<file path="src/hdl/exPkg.sv">
/* Types shared by the execute stages. Register 0 is the discard target and is never written;
   the memory status uses bit 1 as "not finished" but only 2'b10 stalls, 2'b11 retires as a fault */
package exPkg;

	// Micro-commands carried down the pipe
	typedef enum logic [3:0] {
		NOP,	// Bubble, writes nothing
		ADD,
		SUB,
		AND,
		OR,
		XOR,
		SHL,	// Resolved in EX2
		SHR,	// Logical, resolved in EX2
		MUL,	// Low 32 x low 32, unsigned
		LOAD,	// Address is A + imm
		STORE	// Data is B
	} uCmd;

	typedef logic [4:0] regId;	// Destination register number
	typedef logic [63:0] regVal;	// Data path width
	typedef logic [47:0] memAddrT;	// Sized like the core PC
	typedef logic [1:0] memStat;	// Memory answer

	localparam regId zeroReg = 5'd0;	// No write

	localparam memStat memReady = 2'b00;	// Access done
	localparam memStat memBusy = 2'b10;	// Still working, stall EX3
	localparam memStat memFault = 2'b11;	// Failed, retire without write

	// EX3 wait reason, tracked for checking
	typedef enum logic [1:0] {
		IDLEPASS,	// Passing through
		MEMWAIT,	// Stalled on memory
		MULWAIT	// Counting out the multiply
	} exState;

endpackage

</file>
<file path="src/hdl/exMulUnit.sv">
/* 32x32 unsigned multiply of the low source halves. Product is valid mulHoldCycles
   edges after the EX2-to-EX3 edge; mulHoldCycles must be at least 1 */
`timescale 1ns/10ps

module exMulUnit import exPkg::*; #(
	parameter int mulHoldCycles = 2
) (
	input logic clock,
	input logic rstN,
	input logic hold,
	input logic mulStart,	// EX2 holds a MUL
	input regVal srcA,
	input regVal srcB,
	output regVal mulRes
);

	logic [31:0] ppLL, ppLH, ppHL, ppHH;	// 16x16 partial products
	regVal ppSum;
	regVal sumChain [mulHoldCycles];	// Free-running delay chain

	// Partials load with the EX2-to-EX3 move
	always_ff @(posedge clock or negedge rstN) begin
		if (!rstN) begin
			ppLL <= '0;
			ppLH <= '0;
			ppHL <= '0;
			ppHH <= '0;
		end else if (mulStart && !hold) begin
			ppLL <= srcA[15:0] * srcB[15:0];
			ppLH <= srcA[15:0] * srcB[31:16];
			ppHL <= srcA[31:16] * srcB[15:0];
			ppHH <= srcA[31:16] * srcB[31:16];
		end
	end

	assign ppSum = {32'b0, ppLL} + {16'b0, ppLH, 16'b0} + {16'b0, ppHL, 16'b0}
		+ {ppHH, 32'b0};	// Align and add

	// Keeps moving through the EX3 hold
	always_ff @(posedge clock or negedge rstN) begin
		if (!rstN) begin
			for (int i = 0; i < mulHoldCycles; i++)
				sumChain[i] <= '0;
		end else begin
			sumChain[0] <= ppSum;
			for (int i = 1; i < mulHoldCycles; i++)
				sumChain[i] <= sumChain[i-1];
		end
	end

	assign mulRes = sumChain[mulHoldCycles-1];	// Final once EX3 stops holding

endmodule

</file>
<file path="src/hdl/exStage1.sv">
/* EX1: simple ALU ops and the load/store address. Address is A + imm truncated
   to 48 bits, so sources must keep the sum below 2**48 */
`timescale 1ns/10ps

module exStage1 import exPkg::*; (
	input logic clock,
	input logic rstN,
	input logic hold,	// Freeze from EX3
	input logic opValid,
	input uCmd opCmd,
	input regVal srcA,
	input regVal srcB,
	input regVal imm,
	input regId dstId,
	output uCmd ex2Cmd,
	output regId ex2Id,
	output regVal ex2Val,
	output memAddrT ex2Addr,
	output regVal ex2SrcA,
	output regVal ex2SrcB
);

	uCmd cmdIn;	// Command after bubble insert
	regVal aluRes;	// EX1 result
	regVal addrSum;	// Full width so overflow is visible

	assign cmdIn = opValid ? opCmd : NOP;	// Invalid slot becomes a bubble
	assign addrSum = srcA + imm;

	always_comb begin
		case (cmdIn)
			ADD: aluRes = srcA + srcB;
			SUB: aluRes = srcA - srcB;
			AND: aluRes = srcA & srcB;
			OR: aluRes = srcA | srcB;
			XOR: aluRes = srcA ^ srcB;
			default: aluRes = '0;	// Filled in by later stages
		endcase
	end

	// Control half of the EX1/EX2 register
	always_ff @(posedge clock or negedge rstN) begin
		if (!rstN) begin
			ex2Cmd <= NOP;
			ex2Id <= zeroReg;
		end else if (!hold) begin
			ex2Cmd <= cmdIn;
			ex2Id <= opValid ? dstId : zeroReg;	// Bubble writes nothing
		end
	end

	// Payload half
	always_ff @(posedge clock) begin
		if (!hold) begin
			ex2Val <= aluRes;
			ex2Addr <= addrSum[47:0];
			ex2SrcA <= srcA;	// Shifter and multiplier want raw sources
			ex2SrcB <= srcB;	// Also the store data
		end
	end

	// A memory address must not wrap past the 48-bit space
	addrFits: assert property (@(posedge clock) disable iff (!rstN)
		(!hold && (cmdIn == LOAD || cmdIn == STORE)) |-> (addrSum[63:48] == '0))
		else $error("EX1 address overflows memAddrT");

endmodule

</file>
<file path="src/hdl/exStage2.sv">
/* EX2: 64-bit shifts by the low 6 bits of B and store-data capture.
   Shift right is logical only */
`timescale 1ns/10ps

module exStage2 import exPkg::*; (
	input logic clock,
	input logic rstN,
	input logic hold,
	input uCmd ex2Cmd,
	input regId ex2Id,
	input regVal ex2Val,
	input memAddrT ex2Addr,
	input regVal ex2SrcA,
	input regVal ex2SrcB,
	output uCmd ex3Cmd,
	output regId ex3Id,
	output regVal ex3Val,
	output memAddrT ex3Addr,
	output regVal ex3StoreData
);

	logic [5:0] shAmt;	// Shift count
	regVal stageVal;	// EX1 value or shift result

	assign shAmt = ex2SrcB[5:0];

	always_comb begin
		case (ex2Cmd)
			SHL: stageVal = ex2SrcA << shAmt;
			SHR: stageVal = ex2SrcA >> shAmt;
			default: stageVal = ex2Val;	// Pass EX1 result along
		endcase
	end

	// Control half of the EX2/EX3 register
	always_ff @(posedge clock or negedge rstN) begin
		if (!rstN) begin
			ex3Cmd <= NOP;
			ex3Id <= zeroReg;
		end else if (!hold) begin
			ex3Cmd <= ex2Cmd;
			ex3Id <= ex2Id;
		end
	end

	// Payload half
	always_ff @(posedge clock) begin
		if (!hold) begin
			ex3Val <= stageVal;
			ex3Addr <= ex2Addr;
			ex3StoreData <= ex2SrcB;	// B is the store value
		end
	end

endmodule

</file>
<file path="src/hdl/exStage3.sv">
/* EX3: final writeback select, memory stall and fault, counted multiply hold, flush.
   Memory outputs are levels while the op sits here; a flush retires at once */
`timescale 1ns/10ps

module exStage3 import exPkg::*; #(
	parameter int mulHoldCycles = 2
) (
	input logic clock,
	input logic rstN,
	input uCmd ex3Cmd,
	input regId ex3Id,
	input regVal ex3Val,
	input memAddrT ex3Addr,
	input regVal ex3StoreData,
	input regVal mulRes,
	input logic opBraFlush,
	input memStat memStatus,
	input regVal memRData,
	output logic exHold,
	output regId wbId,
	output regVal wbVal,
	output logic memReq,
	output logic memWrite,
	output memAddrT memAddr,
	output regVal memWData,
	output logic memFaultSeen
);

	localparam int cntW = $clog2(mulHoldCycles + 2);
	localparam logic [cntW-1:0] holdMax = cntW'(mulHoldCycles);

	logic [cntW-1:0] holdCnt;	// Saturating hold-cycle count
	logic isLoad, isStore, isMul;	// Unflushed op kinds
	logic memWait, mulWait;	// Stall reasons
	logic faultNow;
	exState stateQ;	// Last cycle's wait reason

	assign isLoad = (ex3Cmd == LOAD) && !opBraFlush;
	assign isStore = (ex3Cmd == STORE) && !opBraFlush;
	assign isMul = (ex3Cmd == MUL) && !opBraFlush;	// Flush drops the hold

	assign memReq = isLoad || isStore;
	assign memWrite = isStore;
	assign memAddr = ex3Addr;
	assign memWData = ex3StoreData;

	assign memWait = memReq && (memStatus == memBusy);
	assign faultNow = memReq && (memStatus == memFault);	// Retires, no stall
	assign memFaultSeen = faultNow;
	assign mulWait = isMul && (holdCnt < holdMax);
	assign exHold = memWait || mulWait;

	// Default forward, then substitute or discard
	always_comb begin
		wbId = ex3Id;
		wbVal = ex3Val;
		if (isLoad)
			wbVal = memRData;
		if (isMul)
			wbVal = mulRes;
		if (ex3Cmd == NOP || ex3Cmd == STORE || faultNow || opBraFlush)
			wbId = zeroReg;	// Nothing to write
	end

	always_ff @(posedge clock or negedge rstN) begin
		if (!rstN) begin
			holdCnt <= '0;
			stateQ <= IDLEPASS;
		end else begin
			if (!exHold)
				holdCnt <= '0;	// Op retired this cycle
			else if (holdCnt != holdMax)
				holdCnt <= holdCnt + 1'b1;
			stateQ <= memWait ? MEMWAIT : (mulWait ? MULWAIT : IDLEPASS);
		end
	end

	noHoldOnNop: assert property (@(posedge clock) disable iff (!rstN)
		exHold |-> (ex3Cmd != NOP))
		else $error("EX3 stall raised on a bubble");

	faultNoWrite: assert property (@(posedge clock) disable iff (!rstN)
		memFaultSeen |-> (wbId == zeroReg))
		else $error("EX3 writes back on a memory fault");

	cntBounded: assert property (@(posedge clock) disable iff (!rstN)
		holdCnt <= holdMax)
		else $error("EX3 hold counter past limit");

	// Stages are frozen, so a continuing multiply wait is still the same MUL
	mulWaitSticks: assert property (@(posedge clock) disable iff (!rstN)
		(stateQ == MULWAIT && exHold) |-> (ex3Cmd == MUL))
		else $error("EX3 multiply wait lost its MUL");

endmodule

</file>
<file path="src/hdl/exTop.sv">
/* Execute back end EX1..EX3. No new op is taken while exHold is high and the
   source must keep its inputs steady then; mulHoldCycles must be at least 1 */
`timescale 1ns/10ps

module exTop import exPkg::*; #(
	parameter int mulHoldCycles = 2	// EX3 cycles held per MUL
) (
	input logic clock,
	input logic rstN,
	input logic opValid,
	input uCmd opCmd,
	input regVal srcA,
	input regVal srcB,
	input regVal imm,
	input regId dstId,
	input logic opBraFlush,	// Kills the op in EX3
	input memStat memStatus,
	input regVal memRData,
	output logic exHold,
	output regId wbId,
	output regVal wbVal,
	output logic memReq,
	output logic memWrite,
	output memAddrT memAddr,
	output regVal memWData,
	output logic memFaultSeen
);

	uCmd ex2Cmd, ex3Cmd;
	regId ex2Id, ex3Id;
	regVal ex2Val, ex3Val;
	memAddrT ex2Addr, ex3Addr;
	regVal ex2SrcA, ex2SrcB;
	regVal ex3StoreData;
	regVal mulRes;
	logic mulStart;

	assign mulStart = (ex2Cmd == MUL);	// Multiplier launches from EX2

	exStage1 stage1Inst (
		.clock(clock), .rstN(rstN), .hold(exHold),
		.opValid(opValid), .opCmd(opCmd), .srcA(srcA), .srcB(srcB),
		.imm(imm), .dstId(dstId),
		.ex2Cmd(ex2Cmd), .ex2Id(ex2Id), .ex2Val(ex2Val), .ex2Addr(ex2Addr),
		.ex2SrcA(ex2SrcA), .ex2SrcB(ex2SrcB)
	);

	exStage2 stage2Inst (
		.clock(clock), .rstN(rstN), .hold(exHold),
		.ex2Cmd(ex2Cmd), .ex2Id(ex2Id), .ex2Val(ex2Val), .ex2Addr(ex2Addr),
		.ex2SrcA(ex2SrcA), .ex2SrcB(ex2SrcB),
		.ex3Cmd(ex3Cmd), .ex3Id(ex3Id), .ex3Val(ex3Val), .ex3Addr(ex3Addr),
		.ex3StoreData(ex3StoreData)
	);

	exMulUnit #(.mulHoldCycles(mulHoldCycles)) mulInst (
		.clock(clock), .rstN(rstN), .hold(exHold), .mulStart(mulStart),
		.srcA(ex2SrcA), .srcB(ex2SrcB), .mulRes(mulRes)
	);

	exStage3 #(.mulHoldCycles(mulHoldCycles)) stage3Inst (
		.clock(clock), .rstN(rstN),
		.ex3Cmd(ex3Cmd), .ex3Id(ex3Id), .ex3Val(ex3Val), .ex3Addr(ex3Addr),
		.ex3StoreData(ex3StoreData), .mulRes(mulRes), .opBraFlush(opBraFlush),
		.memStatus(memStatus), .memRData(memRData),
		.exHold(exHold), .wbId(wbId), .wbVal(wbVal),
		.memReq(memReq), .memWrite(memWrite), .memAddr(memAddr),
		.memWData(memWData), .memFaultSeen(memFaultSeen)
	);

endmodule

</file>
<file path="config.mk">
export PLATFORM = sky130hd
export DESIGN_NAME = exTop
export DESIGN_NICKNAME = d
export VERILOG_FILES = /design/src/hdl/exPkg.sv /design/src/hdl/exMulUnit.sv /design/src/hdl/exStage1.sv /design/src/hdl/exStage2.sv /design/src/hdl/exStage3.sv /design/src/hdl/exTop.sv
export SDC_FILE = /design/constraint.sdc
export NUM_CORES = 2
export LEC_CHECK = 0
export ABC_AREA = 0
export ABC_CLOCK_PERIOD_IN_PS = 23000
export BUFFER_PORTS_ARGS = -buffer_cell sky130_fd_sc_hd__buf_2
export CORE_MARGIN = 2
export CORE_UTILIZATION = 30
export CTS_BUF_LIST = sky130_fd_sc_hd__clkbuf_2
export DETAILED_ROUTE_END_ITERATION = 7
export GPL_TIMING_DRIVEN = 0
export HOLD_SLACK_MARGIN = 0.08
export PLACE_DENSITY = 0.53
export SYNTH_ARGS = -nofsm -noshare
export SYNTH_HDL_FRONTEND = slang
export SYNTH_SLANG_ARGS = --single-unit
</file>
<file path="constraint.sdc">
create_clock -name clock -period 23 [get_ports clock]
set_input_delay 2.3 -clock clock [delete_from_list [all_inputs] [get_ports clock]]
set_output_delay 2.3 -clock clock [all_outputs]
set_load 0.01 [all_outputs]
</file>
==> out/results.txt <==
Ys async rst share - 39.9%
Placement Rows - 186
Max Slew Vio Count - 28
Fin cells - 12453
Crit-path slowest cell - xnor2_1
Clock Path Buffers - 3
Outcome - finished with violations
Hold-fix buffers, CTS - 0
Mapped Area - 0.0774 mm^2
Critical Path AT - 12.06 ns
DRT antenna net count - 0
Tightest Hold Check Type - flip-flop to flip-flop
Vias post-DR - 65598
Post-CTS resize count - 0
Yosys Warn Count - 0
NumNets Final - 10662
Max Freq - 95.9 MHz
Initial core utilization - 30.2%
Largest net degree at the start of global routing - 127
WL per Instance - 28.5 um
Root Driver - clkbuf_2
R2r setup slk - 12.57 ns
GRT Util Overall - 26.5%
Ports - 456
Area after DPL - 0.0841 mm^2
Final WL - 354000 um
Routability cong. - 1.05
FILL cells - 26828
Crit. Startpoint - stage1Inst.ex2SrcB[2]
Path type of the worst setup path - flip-flop to flip-flop
Synth Register Bits - 692
Final Hold Viols - 0
Global route overflow - 0
Die width - 512 um
Clk_lat worst skew - 1.95 ns
DRC Markers - 0
Iter 0 DRT Violations - 6447
Critical R2R Launch - stage1Inst.ex2SrcB[2]
Vias in the first global route - 65278
CP required - 24.63 ns
Post-route minimum period - 10.43 ns
Post-Syn Nets - 10014
First drt pass iteration count - 7
Post-CTS Setup Bufs - 0
Clk_skew - 0.255 ns
EDFF count, synth - 416
Synth-to-layout area growth - 11.2%
Max-slew headroom - -4.44%
R2R cell count - 27
Synth Area per Inst - 9.41 um^2
Hold wc startpoint - mulInst.sumChain[93]
Design Area, Final - 0.0861 mm^2
Crit-path most repeated cell - fa_1
Htree depth - 4
CP delay by family, top - adder cells
PortBufs - 439
HPWL after detailed placement - 297000 um
Ys flop type - edfxtp_1
Violated checks - capacitance limit, slew limit
CP Max Fanout - 10
Clock sink count - 692
First-pass GRT wire length - 495000 um
Mapped Cells - 8225
Distinct cells, synth - 99
Max Cap Viol - 3
Final setup fails - 0
Die footprint - 0.262 mm^2
Share of cells above drive strength 1 - 10.2%
Core box area - 0.257 mm^2
CP max stage delay - 0.95 ns
Crit. End Element - flip-flop
Initial antenna violation count - 92
FF+latch area - 0.0194 mm^2
Final worst path period share - 45.4%
R2R Path End - mulInst.ppLL[31]
Placed instance count - 12058
DR vias/cell - 5.27
Clk pin slew, worst setup/hold paths - 0.11 ns
Hold EP - mulInst.mulRes[29]
Total Neg Setup Slack - 0 ns
TritonCTS clock tree - built
Worst Path Buf+Inv - 8
RSZ-0062 raised after global routing - false
Sequential fraction of the synthesis area - 25.1%
Die Span Y - 512 um
Slew @ Worst Pin - 1.57 ns
Crit start category - flip-flop
Multi-input gate area - 0.0520 mm^2
Num CTS Buffers - 197
Worst Hold Depth - 0
-- worst max-delay path by stage --
| stage | cells past startpoint | slack, ns | endpoint |
|---|---|---|---|
| floorplan | 8 | 7.48 | stage1Inst.ex2Addr[0] |
| global placement | 9 | 1.30 | stage1Inst.ex2SrcB[21] |
| detailed placement | 27 | 12.70 | mulInst.ppLL[31] |
| CTS | 27 | 12.69 | mulInst.ppLL[31] |
| global route | 27 | 12.20 | mulInst.ppLL[31] |
| finish | 27 | 12.57 | mulInst.ppLL[31] |
-- per-layer routing --
metal	wire length (um)	up-vias	global-route usage [%]
met2	142000	3093	37.1
li1	-	28734	-
met4	13100	38	9.36
met5	256	-	0
met1	161000	33217	38.4
met3	37300	516	7.72
-- state kept, by name, indices dropped and copies added, names as in the netlist --
name and cells:
mulInst.ppHH 32, stage1Inst.ex2Addr 48, stage1Inst.ex2SrcA 64, stage2Inst.ex3Cmd 4, stage1Inst.ex2Id 5, stage2Inst.ex3Val 64
mulInst.ppHL 32, stage2Inst.ex3Id 5, mulInst.sumChain 64, stage1Inst.ex2SrcB 64, stage2Inst.ex3StoreData 64, stage2Inst.ex3Addr 48
mulInst.ppLL 32, stage3Inst.holdCnt 2, stage1Inst.ex2Val 64, mulInst.mulRes 64, mulInst.ppLH 32, stage1Inst.ex2Cmd 4
-- placed cells by master (no fill, tap or decap), drive strengths merged, types with 24 or more instances in the layout --
cell    netlist  routed
xor2        124     124
nor2b        34      34
xnor2       229     229
inv        1152    1161
mux2         68      68
a22oi        62      62
o31ai        29      29
mux2i       297     297
edfxtp      416     416
o21a         38      38
o21ai       436     436
nand3        66      66
o21bai       41      41
a21o        154     154
dfrtp       276     276
nand2       907     907
a31oi        45      45
buf          72     521
clkbuf      382     654
fa          796     796
nand2b       89      89
and2        482     482
diode         0      43
and3         39      39
nand4        37      37
a21oi       395     395
ha          722     722
o221ai       88      88
a222oi       26      26
nor2        427     427
nor3         53      53
clkinv        0      70
a211oi       24      24
-- cell type report --
type,instances,area share (%)
multi-input combinational,5927,60.4
sequential,692,22.5
inverter,1152,5.02
tap,3384,4.92
timing repair buffer,449,2.85
buffer,454,2.04
clock buffer,272,1.58
clock inverter,80,0.565
antenna,43,0.125
-- cells by family after synthesis --
logic type               after synthesis  share of synthesized area [%]
buffers and inverters               1606                           7.85
AND/OR/NAND/NOR                     2193                           13.3
AO/OA/AOI/OAI                       1484                           12.3
multiplexers                         379                           5.24
XOR/XNOR                             353                           3.99
flip-flops                           692                           25.1
adder cells (fa/ha/maj)             1518                           32.2
-- stage by stage --
| stage | hold slack, ns | setup WS (ns) | util [%] |
|---|---|---|---|
| finish | 0.303 | 12.57 | 33.5 |
| global route | 0.294 | 12.20 | 33.5 |
| CTS | 0.155 | 12.69 | 33.5 |
| detailed placement | 0.336 | 12.70 | 32.8 |
| global placement | 0.337 | 1.30 | 32.7 |
| floorplan | 0.331 | 7.48 | - |
-- synthesized netlist by cell type (7+ instances only) --
library cell  count  area (um^2)
a211o_1           7         61.3
a211oi_1         20          150
a21boi_0         10         75.1
a21o_1          154         1160
a21oi_1         393         1970
a221o_1          12          120
a221oi_1         17          149
a222oi_1         26          260
a22oi_1          62          465
a31oi_1          43          269
and2_1          482         3020
and3_1           38          238
buf_1            41          154
buf_2            30          150
clkbuf_1        381         1430
dfrtp_1         276         6910
edfxtp_1        416        12500
fa_1            796        15900
ha_1            722         9030
inv_1          1150         4320
mux2_2           68          766
mux2i_1         297         2970
mux4_2           14          315
nand2_1         906         3400
nand2b_1         89          557
nand3_1          65          325
nand4_1          37          231
nor2_1          425         1600
nor2b_1          33          206
nor3_1           51          255
nor3b_1           7         52.6
nor4_1           10         62.6
o211ai_1         15          113
o21a_1           38          285
o21ai_0         424         2120
o21ai_1          10         50.1
o21bai_1         41          308
o221ai_1         87          762
o22ai_1          11         68.8
o31ai_1          27          203
o41ai_1          10         87.6
or3_1            14         87.6
xnor2_1         229         2010
xor2_1          124         1090
Power is not shown: default switching activity piles up to over one toggle a cycle in this logic, so the estimate is an artifact.
